**src/design/ntm_macros.svh**
```systemverilog
`ifndef NTM_MACROS_SVH
`define NTM_MACROS_SVH

// Q8.8 operands and results
`define NTM_DATA_W 16
`define NTM_FRAC_W 8

// Full precision sum of Q16.16 products plus headroom
`define NTM_ACC_W 40

// Vector sizes and index fields
`define NTM_SIZE_MAX 8
`define NTM_SIZE_W 4

// Piecewise-linear tanh breakpoints, Q8.8
`define NTM_TANH_KNEE 128
`define NTM_TANH_SAT 384
`define NTM_ONE 256

`endif

```
**src/design/ntm_pkg.sv**
```systemverilog
`include "ntm_macros.svh"

package ntm_pkg;

  // Controller phases of one output element
  typedef enum logic [2:0] {
    IDLE,
    PROD_WX,
    PROD_KR,
    PROD_UH,
    BIAS,
    TANH,
    DONE
  } ntm_state_e;

  // Accumulator commands
  typedef enum logic [1:0] {
    MAC_HOLD,
    MAC_CLEAR,
    MAC_ACC,
    MAC_BIAS
  } ntm_mac_op_e;

  // Matrix entry and vector entry, or bias in a
  typedef struct packed {
    logic signed [`NTM_DATA_W-1:0] a;
    logic signed [`NTM_DATA_W-1:0] b;
  } ntm_operand_t;

  // One tanh output with its element number
  typedef struct packed {
    logic [`NTM_SIZE_W-1:0]        index;
    logic signed [`NTM_DATA_W-1:0] value;
  } ntm_result_t;

  typedef struct packed {
    logic [`NTM_SIZE_W-1:0] x;
    logic [`NTM_SIZE_W-1:0] w;
    logic [`NTM_SIZE_W-1:0] l;
  } ntm_sizes_t;

endpackage

```
**src/design/ntm_gate_controller.sv**
```systemverilog
`include "ntm_macros.svh"

module ntm_gate_controller (
  input  logic                 CLK,
  input  logic                 RST,
  input  logic                 start,
  input  ntm_pkg::ntm_sizes_t  sizes,
  input  logic                 operand_valid,
  output logic                 operand_ready,
  input  logic                 term_last,
  input  logic                 elem_last,
  output logic                 count_load,
  output logic                 term_step,
  output logic                 elem_step,
  output ntm_pkg::ntm_state_e  phase,
  output ntm_pkg::ntm_mac_op_e mac_op,
  output logic                 tanh_go,
  output logic                 ready
);

  ntm_pkg::ntm_state_e state;
  ntm_pkg::ntm_state_e state_nxt;
  logic                sizes_ok;
  logic                transfer;

  ////////////////////////////////////////////////////////////////////
  // Handshake decode
  ////////////////////////////////////////////////////////////////////

  // A START with an empty or oversized vector is ignored
  assign sizes_ok = (sizes.x != '0) && (sizes.x <= `NTM_SIZE_MAX) &&
                    (sizes.w != '0) && (sizes.w <= `NTM_SIZE_MAX) &&
                    (sizes.l != '0) && (sizes.l <= `NTM_SIZE_MAX);

  // Operands taken in the three product phases and the bias phase
  assign operand_ready = (state == ntm_pkg::PROD_WX) || (state == ntm_pkg::PROD_KR) ||
                         (state == ntm_pkg::PROD_UH) || (state == ntm_pkg::BIAS);
  assign transfer      = operand_valid && operand_ready;

  assign count_load = (state == ntm_pkg::IDLE) && start && sizes_ok;
  assign term_step  = transfer;
  // Last element leaves the index alone, next START reloads it
  assign elem_step  = (state == ntm_pkg::TANH) && !elem_last;
  assign tanh_go    = (state == ntm_pkg::TANH);
  assign ready      = (state == ntm_pkg::DONE);
  assign phase      = state;

  ////////////////////////////////////////////////////////////////////
  // Phase sequencing
  ////////////////////////////////////////////////////////////////////

  always_comb begin
    state_nxt = state;
    case (state)
      ntm_pkg::IDLE:    if (count_load) state_nxt = ntm_pkg::PROD_WX;
      ntm_pkg::PROD_WX: if (transfer && term_last) state_nxt = ntm_pkg::PROD_KR;
      ntm_pkg::PROD_KR: if (transfer && term_last) state_nxt = ntm_pkg::PROD_UH;
      ntm_pkg::PROD_UH: if (transfer && term_last) state_nxt = ntm_pkg::BIAS;
      ntm_pkg::BIAS:    if (transfer && term_last) state_nxt = ntm_pkg::TANH;
      // Result registered here, then next element or finish
      ntm_pkg::TANH:    state_nxt = elem_last ? ntm_pkg::DONE : ntm_pkg::PROD_WX;
      ntm_pkg::DONE:    state_nxt = ntm_pkg::IDLE;
      default:          state_nxt = ntm_pkg::IDLE;
    endcase
  end

  always_ff @(posedge CLK or posedge RST) begin
    if (RST) begin
      state <= ntm_pkg::IDLE;
    end else begin
      state <= state_nxt;
    end
  end

  // Accumulator command per cycle
  always_comb begin
    mac_op = ntm_pkg::MAC_HOLD;
    case (state)
      ntm_pkg::IDLE: begin
        if (count_load) mac_op = ntm_pkg::MAC_CLEAR;
      end
      ntm_pkg::PROD_WX, ntm_pkg::PROD_KR, ntm_pkg::PROD_UH: begin
        if (transfer) mac_op = ntm_pkg::MAC_ACC;
      end
      ntm_pkg::BIAS: begin
        if (transfer) mac_op = ntm_pkg::MAC_BIAS;
      end
      // Sum register keeps its value, only the accumulator clears
      ntm_pkg::TANH: begin
        if (!elem_last) mac_op = ntm_pkg::MAC_CLEAR;
      end
      default: mac_op = ntm_pkg::MAC_HOLD;
    endcase
  end

endmodule

```
**src/design/ntm_element_counter.sv**
```systemverilog
`include "ntm_macros.svh"

module ntm_element_counter (
  input  logic                   CLK,
  input  logic                   RST,
  input  logic                   count_load,
  input  ntm_pkg::ntm_sizes_t    sizes,
  input  ntm_pkg::ntm_state_e    phase,
  input  logic                   term_step,
  input  logic                   elem_step,
  output logic                   term_last,
  output logic                   elem_last,
  output logic [`NTM_SIZE_W-1:0] elem_index
);

  ntm_pkg::ntm_sizes_t    sizes_q;
  logic [`NTM_SIZE_W-1:0] term_cnt;
  logic [`NTM_SIZE_W-1:0] elem_cnt;
  logic [`NTM_SIZE_W-1:0] term_limit;

  // Terms per phase, bias is a single operand
  always_comb begin
    case (phase)
      ntm_pkg::PROD_WX: term_limit = sizes_q.x;
      ntm_pkg::PROD_KR: term_limit = sizes_q.w;
      ntm_pkg::PROD_UH: term_limit = sizes_q.l;
      default:          term_limit = `NTM_SIZE_W'(1);
    endcase
  end

  assign term_last  = (term_cnt == term_limit - 1'b1);
  assign elem_last  = (elem_cnt == sizes_q.l - 1'b1);
  assign elem_index = elem_cnt;

  always_ff @(posedge CLK or posedge RST) begin
    if (RST) begin
      sizes_q  <= '0;
      term_cnt <= '0;
      elem_cnt <= '0;
    end else if (count_load) begin
      sizes_q  <= sizes;
      term_cnt <= '0;
      elem_cnt <= '0;
    end else begin
      // Wrap at phase end so the next phase starts from zero
      if (term_step) term_cnt <= term_last ? '0 : term_cnt + 1'b1;
      if (elem_step) elem_cnt <= elem_cnt + 1'b1;
    end
  end

endmodule

```
**src/design/ntm_mac_unit.sv**
```systemverilog
`include "ntm_macros.svh"

module ntm_mac_unit (
  input  logic                          CLK,
  input  logic                          RST,
  input  ntm_pkg::ntm_mac_op_e          mac_op,
  input  ntm_pkg::ntm_operand_t         operand,
  output logic signed [`NTM_DATA_W-1:0] sum
);

  // Saturation bounds of the Q8.8 output, extended to accumulator width
  localparam logic signed [`NTM_ACC_W-1:0] SAT_MAX = 2 ** (`NTM_DATA_W - 1) - 1;
  localparam logic signed [`NTM_ACC_W-1:0] SAT_MIN = -(2 ** (`NTM_DATA_W - 1));

  logic signed [2*`NTM_DATA_W-1:0] product;
  logic signed [`NTM_ACC_W-1:0]    product_ext;
  logic signed [`NTM_ACC_W-1:0]    bias_ext;
  logic signed [`NTM_ACC_W-1:0]    acc;
  logic signed [`NTM_ACC_W-1:0]    biased;
  logic signed [`NTM_ACC_W-1:0]    scaled;
  logic signed [`NTM_DATA_W-1:0]   sat;

  ////////////////////////////////////////////////////////////////////
  // Datapath
  ////////////////////////////////////////////////////////////////////

  // Q8.8 times Q8.8 gives Q16.16
  assign product     = $signed(operand.a) * $signed(operand.b);
  assign product_ext = product;

  // Bias aligned to Q16.16, field b unused here
  assign bias_ext = $signed(operand.a);
  assign biased   = acc + (bias_ext <<< `NTM_FRAC_W);

  // Back to Q8.8
  assign scaled = biased >>> `NTM_FRAC_W;

  always_comb begin
    if (scaled > SAT_MAX) begin
      sat = SAT_MAX[`NTM_DATA_W-1:0];
    end else if (scaled < SAT_MIN) begin
      sat = SAT_MIN[`NTM_DATA_W-1:0];
    end else begin
      sat = scaled[`NTM_DATA_W-1:0];
    end
  end

  ////////////////////////////////////////////////////////////////////
  // Accumulator and final sum
  ////////////////////////////////////////////////////////////////////

  always_ff @(posedge CLK or posedge RST) begin
    if (RST) begin
      acc <= '0;
      sum <= '0;
    end else begin
      case (mac_op)
        ntm_pkg::MAC_CLEAR: acc <= '0;
        ntm_pkg::MAC_ACC:   acc <= acc + product_ext;
        ntm_pkg::MAC_BIAS: begin
          acc <= biased;
          sum <= sat;
        end
        default: acc <= acc;
      endcase
    end
  end

endmodule

```
**src/design/ntm_tanh_unit.sv**
```systemverilog
`include "ntm_macros.svh"

module ntm_tanh_unit (
  input  logic                          CLK,
  input  logic                          RST,
  input  logic                          go,
  input  logic signed [`NTM_DATA_W-1:0] sum,
  input  logic [`NTM_SIZE_W-1:0]        elem_index,
  output ntm_pkg::ntm_result_t          result,
  output logic                          result_valid
);

  logic                          neg;
  // One extra bit so the most negative input has a magnitude
  logic [`NTM_DATA_W:0]          mag;
  logic [`NTM_DATA_W:0]          mag_out;
  logic signed [`NTM_DATA_W-1:0] value;

  assign neg = sum[`NTM_DATA_W-1];
  assign mag = neg ? -{sum[`NTM_DATA_W-1], sum} : {1'b0, sum};

  // Three segments: slope 1, slope 1/2, flat at one
  always_comb begin
    if (mag < `NTM_TANH_KNEE) begin
      mag_out = mag;
    end else if (mag < `NTM_TANH_SAT) begin
      mag_out = (mag >> 1) + (`NTM_TANH_KNEE / 2);
    end else begin
      mag_out = `NTM_ONE;
    end
  end

  // Odd function, sign back on
  assign value = neg ? -mag_out[`NTM_DATA_W-1:0] : mag_out[`NTM_DATA_W-1:0];

  always_ff @(posedge CLK or posedge RST) begin
    if (RST) begin
      result       <= '0;
      result_valid <= 1'b0;
    end else begin
      result_valid <= go;
      if (go) begin
        result.index <= elem_index;
        result.value <= value;
      end
    end
  end

endmodule

```
**src/design/ntm_activation_gate_vector.sv**
```systemverilog
`include "ntm_macros.svh"

module ntm_activation_gate_vector (
  input  logic                  CLK,
  input  logic                  RST,
  input  logic                  START,
  input  ntm_pkg::ntm_sizes_t   SIZES,
  input  logic                  OPERAND_VALID,
  input  ntm_pkg::ntm_operand_t OPERAND,
  output logic                  OPERAND_READY,
  output logic                  RESULT_VALID,
  output ntm_pkg::ntm_result_t  RESULT,
  output logic                  READY
);

  ////////////////////////////////////////////////////////////////////
  // Internal wires
  ////////////////////////////////////////////////////////////////////

  // Counter control
  logic                          count_load;
  logic                          term_step;
  logic                          elem_step;
  logic                          term_last;
  logic                          elem_last;
  logic [`NTM_SIZE_W-1:0]        elem_index;
  ntm_pkg::ntm_state_e           phase;

  // Datapath control
  ntm_pkg::ntm_mac_op_e          mac_op;
  logic                          tanh_go;
  logic signed [`NTM_DATA_W-1:0] sum;

  ////////////////////////////////////////////////////////////////////
  // Instances
  ////////////////////////////////////////////////////////////////////

  // Phase sequencing and operand handshake
  ntm_gate_controller u_controller (
    .CLK           (CLK),
    .RST           (RST),
    .start         (START),
    .sizes         (SIZES),
    .operand_valid (OPERAND_VALID),
    .operand_ready (OPERAND_READY),
    .term_last     (term_last),
    .elem_last     (elem_last),
    .count_load    (count_load),
    .term_step     (term_step),
    .elem_step     (elem_step),
    .phase         (phase),
    .mac_op        (mac_op),
    .tanh_go       (tanh_go),
    .ready         (READY)
  );

  // Term and element indices
  ntm_element_counter u_counter (
    .CLK        (CLK),
    .RST        (RST),
    .count_load (count_load),
    .sizes      (SIZES),
    .phase      (phase),
    .term_step  (term_step),
    .elem_step  (elem_step),
    .term_last  (term_last),
    .elem_last  (elem_last),
    .elem_index (elem_index)
  );

  // Weighted sum of all three products plus bias
  ntm_mac_unit u_mac (
    .CLK     (CLK),
    .RST     (RST),
    .mac_op  (mac_op),
    .operand (OPERAND),
    .sum     (sum)
  );

  // Activation and result register
  ntm_tanh_unit u_tanh (
    .CLK          (CLK),
    .RST          (RST),
    .go           (tanh_go),
    .sum          (sum),
    .elem_index   (elem_index),
    .result       (RESULT),
    .result_valid (RESULT_VALID)
  );

endmodule

```
**config.mk**
```make
export PLATFORM = sky130hd
export DESIGN_NAME = ntm_activation_gate_vector
export DESIGN_NICKNAME = d
export VERILOG_FILES = /design/src/design/ntm_pkg.sv /design/src/design/ntm_gate_controller.sv /design/src/design/ntm_element_counter.sv /design/src/design/ntm_mac_unit.sv /design/src/design/ntm_tanh_unit.sv /design/src/design/ntm_activation_gate_vector.sv
export VERILOG_INCLUDE_DIRS = /design/src /design/src/design
export SDC_FILE = /design/constraint.sdc
export NUM_CORES = 1
export LEC_CHECK = 0
export BUFFER_PORTS_ARGS = -buffer_cell sky130_fd_sc_hd__buf_2
export CAP_MARGIN = 20
export CELL_PAD_IN_SITES_DETAIL_PLACEMENT = 1
export CELL_PAD_IN_SITES_GLOBAL_PLACEMENT = 2
export CORE_MARGIN = 2
export CORE_UTILIZATION = 41
export DETAILED_ROUTE_END_ITERATION = 10
export PLACE_DENSITY = 0.9
export SETUP_SLACK_MARGIN = 0.2
export SLEW_MARGIN = 20
export SYNTH_ARGS = -nofsm -noshare
export SYNTH_HDL_FRONTEND = slang
export SYNTH_SLANG_ARGS = --single-unit
export TNS_END_PERCENT = 10
```
**constraint.sdc**
```tcl
create_clock -name CLK -period 7.2 [get_ports CLK]
set_input_delay 0.36 -clock CLK [delete_from_list [all_inputs] [get_ports CLK]]
set_output_delay 0.36 -clock CLK [all_outputs]
set_load 0.02 [all_outputs]
```
**After elaboration in Yosys (flattened, before gate mapping)**

Index checks and enable logic that the tools add are counted.

- Register bits after elaboration: 100
- Latch bits: 0
- Memory bits (writable): 0
- Bits in read-only memories: 0
- Input port bits: 48
- Output and inout bits: 23
- Memories: 0

- $add $sub $neg: 9
- Multiply operators: 1
- Divide/modulo/power cells: 0
- $lt $le $gt $ge: 7
- Equal/unequal tests: 16
- Shift operators: 0
- Muxes and demuxes: 25
- Bitwise logic cells: 0
- Reductions and logical operators: 23

Operator list:

| operator | number |
|---|---|
| case mux 40 bit (3 select lines) | 1 |
| 2-to-1 mux 16 bit | 5 |
| adder 40 x 24 -> 40 bit | 1 |
| adder 40 x 32 -> 40 bit | 1 |
| greater-than comparator 32 x 16 -> 1 bit, second input constant | 1 |
| less-than comparator 32 x 16 -> 1 bit, second input constant | 1 |
| multiplier 16 x 16 -> 32 bit | 1 |
| 2-to-1 mux 4 bit | 5 |
| 2-to-1 mux 3 bit | 6 |
| case mux 3 bit (6 select lines) | 1 |
| less-than comparator 17 x 8 -> 1 bit, second input constant | 1 |
| less-than comparator 17 x 9 -> 1 bit, second input constant | 1 |
| 2-to-1 mux 17 bit | 1 |
| negation 17 bit | 1 |
| adder 16 x 7 -> 16 bit, second input constant | 1 |
| negation 16 bit | 1 |
| <= comparator 4 bit, second input constant | 3 |
| case mux 4 bit (3 select lines) | 1 |
| nonzero test 4 bit | 3 |
| logical AND 1 bit | 10 |
| != test 2 bit, second input constant | 5 |
| == test 3 bit, second input constant | 3 |
| adder 4 x 1 -> 4 bit, second input constant | 2 |
| == test 4 bit | 2 |
| other kinds (15) | 23 |

**Depth between registers and ports, before layout**

Gate-level depths: netlist (run 1).

- Word-level depth: 11
- Gate-level depth with buffers: 26
- Depth with buffers taken out: 24

**Cells and area by module**

From an unflattened synthesis (run 1), not the netlist that was laid out.

- Cells, all modules: 2246
- Area, all modules: 20205.6 um^2

By module, submodules not included:

| module | times used | cells an instance | area an instance (um^2) | seq. area each (um^2) |
|---|---|---|---|---|
| ntm_mac_unit | 1 | 1878 | 16783.6 | 1401.3 |
| ntm_tanh_unit | 1 | 209 | 1858.0 | 525.5 |
| ntm_element_counter | 1 | 121 | 1263.7 | 500.5 |
| ntm_gate_controller | 1 | 38 | 300.3 | 75.1 |

**Worst setup path before layout (run 1)**

Ideal clock, no wire load.

- Kind: input port to flip-flop
- Start: input port OPERAND[31] in the netlist's numbering
- End: register u_mac.acc[38]
- Data arrival time: 6.708 ns
- Data required time: 7.054 ns
- Setup slack: 0.346 ns
- Stages on the path: 26
- Cell sequence: clkbuf_1 -> clkbuf_1 -> nand2_1 -> inv_1 -> fa_1 -> inv_1 -> fa_1 -> fa_1 -> inv_1 -> fa_1 -> fa_1 -> inv_1 -> fa_1 -> inv_1 -> ha_1 -> clkbuf_1 -> a211oi_1 -> nand2_1 -> o31a_1 -> a31oi_1 -> o2111ai_1 -> nand2_1 -> o31ai_1 -> o41ai_1 -> mux2i_1 -> o311ai_0

- Word-level cells in the longest chain between the ends: 3

RTL lines:

| element | line | text |
|---|---|---|
| start: declaration | ntm_activation_gate_vector.sv:9 | `input ntm_pkg::ntm_operand_t OPERAND,` |
| multiplier 16 x 16 -> 32 bit | ntm_mac_unit.sv:28 | `assign product = $signed(operand.a) * $signed(operand.b);` |
| adder 40 x 32 -> 40 bit | ntm_mac_unit.sv:59 | `ntm_pkg::MAC_ACC: acc <= acc + product_ext;` |
| case mux 40 bit (3 select lines) * | ntm_mac_unit.sv:57 | `case (mac_op)` |
| end signal: assignment | ntm_mac_unit.sv:59 |  |
| end signal: assignment | ntm_mac_unit.sv:61 | `acc <= biased;` |
| end: declaration | ntm_mac_unit.sv:18 | `` logic signed [`NTM_ACC_W-1:0] acc; `` |

Mark *: on every way between the ends. The rest lies on a longest branch, timed or not.
A chain may end at the register's enable or synchronous reset.

**Final worst setup path (run 1)**

Ends and elaborated chain as after synthesis.

==> metrics.md, run 1 <==
| Metric | Value |
|---|---|
| Outcome | `finished, final reports clean` |
| # IOs | `71` |
| Area Overhead vs Synth | `7.35%` |
| Pin count of the biggest net entering global routing | `61` |
| Clock Pin Slew Worst Setup and Hold Paths | `0.07 ns` |
| Synthesized flop and latch total | `100` |
| Total negative slack | `0 ns` |
| RSZ-0062 raised after global routing | `true` |
| Die Span Y | `224 um` |
| CP max stage delay | `0.61 ns` |
| Slowest stage cell, crit path | `fa_1` |
| Antenna fix cells | `0` |
| Overflow after GRT | `0` |
| Register area | `2500 um2` |
| Row count | `80` |
| Number of max-cap violations | `0` |
| Synth Net Count | `2768` |
| Post-Route WL | `55.9 mm` |
| Syn. warnings | `0` |
| Max FO, Critical Path | `12` |
| Final HPWL DP | `46.8 mm` |
| First-pass GRT wire length | `94.3 mm` |
| H-tree Lvls | `3` |
| Slew Limit Headroom | `41.5%` |
| Skew-Pair Late Insertion Delay | `0.37 ns` |
| Vias/cell | `5.43` |
| Met3 Resource Use GR | `1.95%` |
| Initial Util | `41.5%` |
| Area of the multi-input gates | `15300 um2` |
| Fill cells | `5628` |
| Number of port buffers | `70` |
| Most Crowded Layer GR | `met2` |
| Tightest Pin Transition | `0.875 ns` |
| Die area | `50000 um2` |
| Post-layout min period | `6.71 ns` |
| Synth unique cells | `88` |
| Average size of a mapped cell | `8.85 um2` |
| Vias in the first global route | `18000` |
| Nets | `2816` |
| Die width | `224 um` |
| Wire length per cell | `19.3 um` |
| First-pass DRT Iterations | `5` |
| Clock root buffer | `clkbuf_16` |
| Post-synthesis sequential area ratio | `12.7%` |
| TritonCTS clock tree | `yes` |
| Slew Limit Fails | `0` |
| Total GRT Usage | `23.7%` |
| Core area | `47600 um2` |
| WS Path Type | `in -> reg` |
| Synth Cell Area | `19800 um2` |
| Post-synth top flop | `dfrtp_1` |
| Clock skew | `0.00855 ns` |
| Worst path required time | `7.42 ns` |
| Final ANT Viol Nets | `0` |
| CTS buffer count | `9` |
| Hold buffers post-CTS | `0` |
| Layout cells sized above 1 | `7.88%` |
| CTS sink count | `100` |
| Most frequent CP cell | `fa_1` |
| CTS Buffer Depth | `2` |
| Critical path launch point type | `primary input` |
| Routability cong. | `0.861` |
| Fmax | `149 MHz` |
| Fin. Hold Viols | `0` |
| M2 GR Usage | `43.7%` |
| Worst Path Arrival | `6.92 ns` |
| Synth async-reset ratio | `100%` |
| Worst path cell trace | `buf_2, nand2_1, fa_1, inv_1, fa_1, inv_1, buf_4, fa_1, buf_4, fa_1, inv_1, fa_1, inv_1, fa_1, inv_1, ha_1, o21a_1, o21ai_0, o2111ai_1, nand2_1, o31ai_1, o41ai_1, mux2i_1, o311ai_0` |
| Worst min-delay path class | `in -> async` |
| Antenna violations before repair | `1` |
| Tcrit/Tclk final | `93.1%` |
| Number of flops mapped to enable cells by yosys | `0` |
| DR DRC count | `0` |
| Final setup vio count | `0` |
| Critical path capture point type | `flip-flop` |
| Grt met1 use | `30.0%` |
| Gate Count Post-Synth | `2232` |
| Initial DRC count | `915` |
| Via count of the routed design | `15700` |
metrics by stage:
step	cells	utilization (%)	setup slack [ns]	area [um2]	hold WS, ns
after floorplan	2232	-	0.346	19800	0.455
after global placement	2884	43.9	0.216	20900	0.438
after detailed placement	2884	43.9	0.0872	20900	0.460
after CTS	2900	44.5	0.466	21200	0.0579
after global routing	2900	44.5	0.127	21200	0.0794
final	2900	44.5	0.493	21200	0.0349
timing repair:
action / CTS / global route
endpoints found under the setup margin: 0 / 5
buffers inserted: 0 / 0
resized for setup: 0 / 5
layer usage:
layer	up-vias	wire (um)
met5	-	0
met4	0	1230
met3	83	1450
met2	232	29400
met1	8193	23800
li1	7241	-
Yosys cell counts (13+ instances only):
library cell	count	area [um2]
o31ai_1	14	105
ha_1	157	1960
nand2_1	271	1020
a31oi_1	14	87.6
clkbuf_1	62	233
and2_1	118	738
a211oi_1	13	97.6
dfrtp_1	100	2500
a21o_1	26	195
nor2_1	103	387
xor2_1	28	245
xnor2_1	52	455
nand2b_1	13	81.3
o21ai_0	87	435
fa_1	331	6630
a211o_1	19	166
a22oi_1	14	105
o21a_1	20	150
nand3_1	32	160
mux2_2	13	146
nor3_1	30	150
inv_1	437	1640
a21oi_1	71	355
cell type report:
type / instances / area share (%)
clock buffers: 10 / 1.13
clock inverters: 6 / 0.218
inverters: 439 / 7.78
multi-input cells: 1613 / 72.1
flip-flops and latches: 100 / 11.8
well taps: 615 / 3.63
repair buffers: 117 / 3.34
cells by family (layout without fill, tap and decap cells):
kind of cell               after synthesis  after routing  synth area share [%]
and+or+nand+nor                        646            646                  15.8
buffers and inverters                  519            572                  10.0
adders and majority gates              488            488                  43.5
AOI/OAI and AO/OA                      381            381                  13.5
DFF                                    100            100                  12.7
xor gates and xnor gates                81             81                  3.67
muxes                                   17             17                 0.944
critical path, delay by kind of cell:
family / cells / cell delay [ns]
fa+ha+maj: 7 / 3.44
simple gates: 2 / 0.36
buf+inv: 8 / 1.13
compound gates: 6 / 1.37
mux: 1 / 0.24
final timing paths:
check / startpoint / endpoint / slack, ns / cells past startpoint
hold reg to reg: u_tanh.result[12] / u_tanh.result[12] / 0.48 / 1
max in group asynchronous: RST / u_counter.sizes_q[1] / 5.87 / 3
setup / recovery: OPERAND[31] / u_mac.acc[38] / 0.49 / 24
hold / removal: RST / u_tanh.result[11] / 0.03 / 2
min in group CLK: SIZES[1] / u_counter.sizes_q[1] / 0.23 / 3
setup reg to reg: u_mac.acc[15] / u_mac.acc[38] / 1.37 / 20
state kept, by name (all words and copies together) (netlist names):
signal,cells
u_mac.acc,40
u_tanh.result,20
u_mac.sum,16
u_counter.sizes_q,12
u_counter.elem_index,4
u_counter.term_cnt,4
u_controller.phase,3
u_tanh.result_valid,1
layout by cell type, fill, tap and decap left out, drive strengths merged, types with 14 or more instances in the layout:
cell type  instances
a22oi             14
xnor2             52
a211o             19
fa               331
o21ai             92
nor3              30
dfrtp            100
a31oi             15
nor2             103
ha               157
o21a              20
nand2            271
nand3             32
a21oi             75
inv              439
o31ai             14
buf              116
a21o              26
a211oi            14
xor2              28
and2             119
Power of run 1 is not shown: default switching activity piles up to over one toggle a cycle in this logic, so the estimate is an artifact.
==> inputs of run 2 (changes only) <==
Settings changed: CELL_PAD_IN_SITES_DETAIL_PLACEMENT 1 to 0, CELL_PAD_IN_SITES_GLOBAL_PLACEMENT 2 to 1, CORE_UTILIZATION 41 to 51, PLACE_DENSITY 0.9 to 0.91, SLEW_MARGIN 20 to 40.
==> run 2 against run 1 <==
Hold slack better by 0.019 ns. Setup slack lost 0.0092 ns. Die area is 19% lower. Cell area down 1.1%. Flip-flop and latch count unchanged. Wire length fell by 14%. First-iteration DRC count grew 22%. Utilization increased by 10 points. Clock-buffer cell count is the same. Maximum frequency decreased by 0.14%.
==> metrics.md, run 2 (synthesis results as in run 1) <==
| Metric | Value |
|---|---|
| Tcrit/Tclk final | `93.3% (was 93.1%)` |
| Nets | `2797 (was 2816)` |
| Critical path's top delay family | `adder cells (unchanged)` |
| Skew-Pair Late Insertion Delay | `0.36 ns (was 0.37 ns)` |
| CTS resizes | `0 (unchanged)` |
| Clock root buffer | `clkbuf_16 (unchanged)` |
| First-pass DRT Iterations | `5 (unchanged)` |
| First-pass GRT wire length | `82.7 mm (was 94.3 mm)` |
| DR DRC count | `0 (unchanged)` |
| Post-layout min period | `6.72 ns (was 6.71 ns)` |
| Total GRT Usage | `25.2% (was 23.7%)` |
| Wire length per cell | `17.2 um (was 19.3 um)` |
| H-tree Lvls | `3 (unchanged)` |
| Slew Limit Fails | `0 (unchanged)` |
| Routability cong. | `0.921 (was 0.861)` |
| Number of max-cap violations | `0 (unchanged)` |
| Overflow after GRT | `0 (unchanged)` |
| Reg with most FFs | `u_mac.acc (unchanged)` |
| Number of port buffers | `70 (unchanged)` |
| Die width | `201 um (was 224 um)` |
| Slowest stage cell, crit path | `fa_1 (unchanged)` |
| Fmax | `149 MHz (about the same)` |
| Final HPWL DP | `39.6 mm (was 46.8 mm)` |
| Tightest Pin Transition | `0.800 ns (was 0.875 ns)` |
| Initial Util | `51.4% (was 41.5%)` |
| RSZ-0062 raised after global routing | `true (unchanged)` |
| Most frequent CP cell | `fa_1 (unchanged)` |
| # IOs | `71 (unchanged)` |
| Die area | `40300 um2 (was 50000 um2)` |
| Post-CTS setup buffer count | `0 (unchanged)` |
| WS Path Type | `in -> reg (unchanged)` |
| Post-route insts no fill | `2784 (was 2900)` |
| Clock skew | `0.00763 ns (was 0.00855 ns)` |
| R2R Setup Slk | `1.50 ns (was 1.37 ns)` |
| Largest registers | `u_mac.acc (40), u_tanh.result (20), u_mac.sum (16) (unchanged)` |
| Worst path required time | `7.42 ns (about the same)` |
| Initial DRC count | `1112 (was 915)` |
| Final ANT Viol Nets | `0 (unchanged)` |
| Antenna violations before repair | `0 (was 1)` |
| Outcome | `finished, final reports clean (unchanged)` |
| Worst Path Arrival | `6.93 ns (was 6.92 ns)` |
| Critical path capture point type | `flip-flop (unchanged)` |
| Commonest cells after routing, fill and taps aside | `435 x inv_1, 331 x fa_1, 270 x nand2_1 (was 436 x inv_1, 331 x fa_1, 271 x nand2_1)` |
| Via count of the routed design | `15400 (was 15700)` |
| Pin count of the biggest net entering global routing | `59 (was 61)` |
| Commonest non-fill, non-tap cell in the layout | `inv_1 (unchanged)` |
| Final setup vio count | `0 (unchanged)` |
| Post-Route WL | `48.0 mm (was 55.9 mm)` |
| Vias in the first global route | `16700 (was 18000)` |
| CTS Buffer Depth | `2 (unchanged)` |
| Row count | `72 (was 80)` |
| Fin. Hold Viols | `0 (unchanged)` |
| Area Overhead vs Synth | `6.12% (was 7.35%)` |
| Die Span Y | `201 um (was 224 um)` |
| Slew Limit Headroom | `46.7% (was 41.5%)` |
| CTS buffer count | `9 (unchanged)` |
| Number of flip-flops in the largest register | `40 (unchanged)` |
| Placed Cells | `2768 (was 2884)` |
| TritonCTS clock tree | `yes (unchanged)` |
| Max FO, Critical Path | `16 (was 12)` |
| Antenna fix cells | `0 (unchanged)` |
| Core area | `38500 um2 (was 47600 um2)` |
| Clock Pin Slew Worst Setup and Hold Paths | `0.08 ns (was 0.07 ns)` |
| Worst min-delay path class | `in -> async (unchanged)` |
| Vias/cell | `5.55 (was 5.43)` |
| CTS sink count | `100 (unchanged)` |
| Critical path launch point type | `primary input (unchanged)` |
| Layout cells sized above 1 | `7.19% (was 7.88%)` |
| Buf+Inv Stages, Crit Path | `6 (was 8)` |
| Hold buffers post-CTS | `0 (unchanged)` |
| CP max stage delay | `0.68 ns (was 0.61 ns)` |
| Worst path cell trace | `buf_2, nand2_1, fa_1, inv_1, fa_1, clkinvlp_4, fa_1, fa_1, inv_1, fa_1, inv_1, fa_1, inv_1, ha_1, o21a_1, o21ai_0, o2111ai_1, nand2_1, o31ai_1, o41ai_2, mux2i_1, o311ai_0 (was buf_2, nand2_1, fa_1, inv_1, fa_1, inv_1, buf_4, fa_1, buf_4, fa_1, inv_1, fa_1, inv_1, fa_1, inv_1, ha_1, o21a_1, o21ai_0, o2111ai_1, nand2_1, o31ai_1, o41ai_1, mux2i_1, o311ai_0)` |
==> run 2: path summary, 6_finish.rpt <==
kind,endpoint,cells after the start,startpoint
worst max-delay path,u_mac.acc[38],22,OPERAND[4]
worst min-delay path,u_tanh.result[15],2,RST
worst max register to register,u_mac.acc[39],19,u_mac.acc[15]
worst min register to register,u_tanh.result[13],2,u_tanh.result[13]
max in group asynchronous,u_mac.acc[21],3,RST
min in group CLK,u_counter.sizes_q[4],3,SIZES[4]
==> run 2: final cells by class <==
type | count | area [um2]
clock inverters | 6 | 46.3
inverters | 439 | 1650
flip-flops and latches | 100 | 2500
multi-input cells | 1613 | 15300
clock buffers | 10 | 239
fillers | 3575 | 17500
repair buffers | 98 | 567
well taps | 518 | 648
==> run 2: worst reg2reg max path, stage by stage (launching register included) <==
cell and delay, ns:
dfrtp_1 0.36, inv_1 0.10, fa_1 0.51, inv_1 0.05
fa_1 0.40, fa_1 0.46, fa_1 0.50, inv_1 0.06
fa_1 0.54, inv_1 0.05, ha_1 0.40, a21oi_1 0.11
o221ai_1 0.22, a2111oi_0 0.13, o21ai_0 0.40, o211ai_1 0.19
a221oi_1 0.47, a21oi_1 0.18, o311a_1 0.36, a2bb2oi_1 0.13
==> run 2: metrics by stage <==
step	cell area [um2]	util (%)	setup slack, ns	hold slack, ns	setup TNS (ns)
after CTS	20900	54.4	0.349	0.0543	0
final	21000	54.5	0.484	0.0543	0
after detailed placement	20600	53.7	-0.0329	0.455	-0.0329
after global routing	21000	54.5	0.0748	0.104	0
after global placement	20600	53.7	0.165	0.446	0
after floorplan	19800	-	0.346	0.455	0
==> run 2: metal layers <==
| metal | vias to the layer above | GRT usage, % | share of wire (%) |
|---|---|---|---|
| met1 | 7799 | 32.2 | 42 |
| met4 | 0 | 5.79 | 1.8 |
| met3 | 70 | 2.69 | 4.1 |
| li1 | 7198 | - | - |
| met2 | 376 | 46.1 | 52 |
| met5 | - | 0 | 0 |
Power of run 2 is left out for the same reason.
==> inputs of run 3 (changes only) <==
==> constraint.sdc (replaced) <==
create_clock -name CLK -period 6.45 [get_ports CLK]
set_input_delay 1.29 -clock CLK [delete_from_list [all_inputs] [get_ports CLK]]
set_output_delay 1.29 -clock CLK [all_outputs]
set_load 0.02 [all_outputs]
==> run 3 against run 2 <==
The flow now finishes with violations (negative setup slack). Wire length rose by 3.1%. Global-route usage grew 0.72 points. Die area did not move. Flip-flop and latch count is the same. Utilization up 6.1 points. Register-to-register slack got worse by 0.47 ns. Clock-buffer cell count stayed put. Sequential share of layout area is 1.2 points lower. Setup slack lost 0.88 ns. First-iteration DRC count fell by 13%. Critical path depth increased by 3. Clock skew is 0.0029 ns higher. Critical endpoint is now u_mac.acc[39].
==> metrics.md, run 3 (synthesis results as in run 1) <==
| Metric | Value |
|---|---|
| Layout cells sized above 1 | `19.1% (was 7.19%)` |
| Area Overhead vs Synth | `17.9% (was 6.12%)` |
| Number of max-cap violations | `0 (unchanged)` |
| Die width | `201 um (unchanged)` |
| Commonest non-fill, non-tap cell in the layout | `inv_1 (unchanged)` |
| Pin count of the biggest net entering global routing | `68 (was 59)` |
| Clock Pin Slew Worst Setup and Hold Paths | `0.08 ns (about the same)` |
| Initial Util | `51.4% (unchanged)` |
| Worst min-delay path class | `reg -> reg (was in -> async)` |
| Core area | `38500 um2 (unchanged)` |
| Hold Slack | `0.473 ns (was 0.0543 ns)` |
| DR DRC count | `0 (unchanged)` |
| Overflow after GRT | `0 (unchanged)` |
| Clock root buffer | `clkbuf_16 (unchanged)` |
| WS Path Type | `in -> reg (unchanged)` |
| Post-layout min period | `6.85 ns` |
| Total length of routed met3 wires | `1.57 mm (was 1.98 mm)` |
| Die area | `40300 um2 (unchanged)` |
| Final ANT Viol Nets | `0 (unchanged)` |
| Worst path required time | `6.74 ns (was 7.42 ns)` |
| Outcome | `finished with violations (was finished, final reports clean)` |
| Post-Route M1 WL | `21.1 mm (was 20.0 mm)` |
| Final setup vio count | `21 (was 0)` |
| Failing checks | `negative setup slack` |
| Via count of the routed design | `16100 (was 15400)` |
| Tcrit/Tclk final | `106%` |
| Worst Path Arrival | `7.13 ns (was 6.93 ns)` |
| Vias/cell | `5.41 (was 5.55)` |
| Antenna violations before repair | `1 (was 0)` |
| Nets | `2995 (was 2797)` |
| Max FO, Critical Path | `13 (was 16)` |
| Tightest Pin Transition | `0.804 ns (was 0.800 ns)` |
| Row count | `72 (unchanged)` |
| Wire length per cell | `16.6 um (was 17.2 um)` |
| Routability cong. | `0.927 (was 0.921)` |
| Skew-Pair Late Insertion Delay | `0.36 ns (about the same)` |
| Clock skew | `0.0105 ns (was 0.00763 ns)` |
| Vias in the first global route | `17400 (was 16700)` |
| TritonCTS clock tree | `yes (unchanged)` |
| Number of flip-flops in the largest register | `40 (unchanged)` |
| First-pass DRT Iterations | `6 (was 5)` |
| Top routing layer in use | `met4 (unchanged)` |
| Final HPWL DP | `41.3 mm (was 39.6 mm)` |
| CTS Buffer Depth | `2 (unchanged)` |
| Fin. Hold Viols | `0 (unchanged)` |
| CTS buffer count | `9 (unchanged)` |
| Initial DRC count | `966 (was 1112)` |
| Post-Route WL | `49.5 mm (was 48.0 mm)` |
| CTS sink count | `100 (unchanged)` |
| RSZ-0062 raised after global routing | `true (unchanged)` |
| Critical path capture point type | `flip-flop (unchanged)` |
| Setup ws final | `-0.395 ns (was 0.484 ns)` |
| Fmax | `146 MHz` |
| Die Span Y | `201 um (unchanged)` |
| Antenna fix cells | `0 (unchanged)` |
| Reg with most FFs | `u_mac.acc (unchanged)` |
| Number of port buffers | `70 (unchanged)` |
| Commonest cells after routing, fill and taps aside | `419 x inv_1, 315 x fa_1, 261 x nand2_1 (was 435 x inv_1, 331 x fa_1, 270 x nand2_1)` |
| Critical path launch point type | `primary input (unchanged)` |
| # IOs | `71 (unchanged)` |
| Slew Limit Fails | `0 (unchanged)` |
| H-tree Lvls | `3 (unchanged)` |
| Total GRT Usage | `26.0% (was 25.2%)` |
| Largest registers | `u_mac.acc (40), u_tanh.result (20), u_mac.sum (16) (unchanged)` |
| First-pass GRT wire length | `85.1 mm (was 82.7 mm)` |
| Slew Limit Headroom | `46.4% (was 46.7%)` |
| Met2 wire length | `25.8 mm (was 25.1 mm)` |
run 3: cell count changes in the layout (fill, tap and decap cells not counted), moves of 12 or more:
cell / previous run / this run
buf_6: 1 / 19
fa_2: 0 / 16
inv_2: 0 / 15
buf_4: 27 / 227
ha_1: 156 / 138
inv_1: 435 / 419
buf_2: 69 / 44
o21ai_0: 87 / 74
a21oi_1: 71 / 59
fa_1: 331 / 315
ha_4: 1 / 17
run 3: path summary, 6_finish.rpt:
check	from	end	slack, ns	cells after the start
setup / recovery	OPERAND[31]	u_mac.acc[39]	-0.40	25
max in group asynchronous	RST	u_mac.acc[29]	4.53	3
setup reg to reg	u_mac.acc[15]	u_mac.acc[39]	1.03	20
hold / removal	u_tanh.result[11]	u_tanh.result[11]	0.47	2
min in group asynchronous	RST	u_counter.sizes_q[3]	0.94	2
hold reg to reg	u_tanh.result[11]	u_tanh.result[11]	0.47	2
run 3: what timing repair did:
| item | 4_1_cts | 5_1_grt |
|---|---|---|
| gates cloned | 0 | 0 |
| pin swaps | 80 | 21 |
| hold buffers | 0 | 0 |
| endpoints found under the setup margin | 26 | 27 |
| resized for setup | 139 | 28 |
| buffers inserted | 8 | 0 |
run 3: layout make-up:
class / count / area (um2)
multi-input combinational: 1613 / 15900
fill: 3302 / 15200
sequential: 100 / 2500
timing repair buffer: 296 / 2250
inverter: 439 / 1660
tap: 518 / 648
clock buffer: 10 / 239
clock inverter: 6 / 80.1
run 3: critical path, stage by stage:
cell	delay, ns
buf_12	0.14
buf_6	0.12
nand2_4	0.05
inv_2	0.03
fa_2	0.55
inv_2	0.07
buf_4	0.13
fa_1	0.45
fa_1	0.49
inv_1	0.06
fa_1	0.48
fa_1	0.49
inv_1	0.06
fa_1	0.56
inv_2	0.06
ha_4	0.26
nand3_2	0.09
nor3_4	0.19
nand4_1	0.13
a21oi_2	0.23
o211ai_1	0.19
a221oi_2	0.40
a21oi_2	0.12
o311a_1	0.31
a2bb2oi_1	0.16
run 3: metrics by stage:
step / TNS (ns) / instance area, um2 / std cells / worst slack (ns) / utilization [%]
6_report: -4.59 / 23300 / 2982 / -0.395 / 60.6
5_1_grt: -10.21 / 23300 / 2982 / -0.632 / 60.6
4_1_cts: -4.60 / 23200 / 2982 / -0.364 / 60.3
3_5_place_dp: -23.12 / 22300 / 2958 / -1.23 / 57.9
3_3_place_gp: -21.27 / 22300 / 2958 / -1.19 / 57.8
2_1_floorplan: -7.02 / 20000 / 2232 / -0.533 / -
run 3: layer usage:
layer | track usage, % | vias up
li1 | - | 7600
met1 | 33.7 | 8137
met2 | 47.3 | 317
met3 | 1.96 | 70
met4 | 6.11 | 0
met5 | 0 | -
Power of run 3 is left out for the same reason.
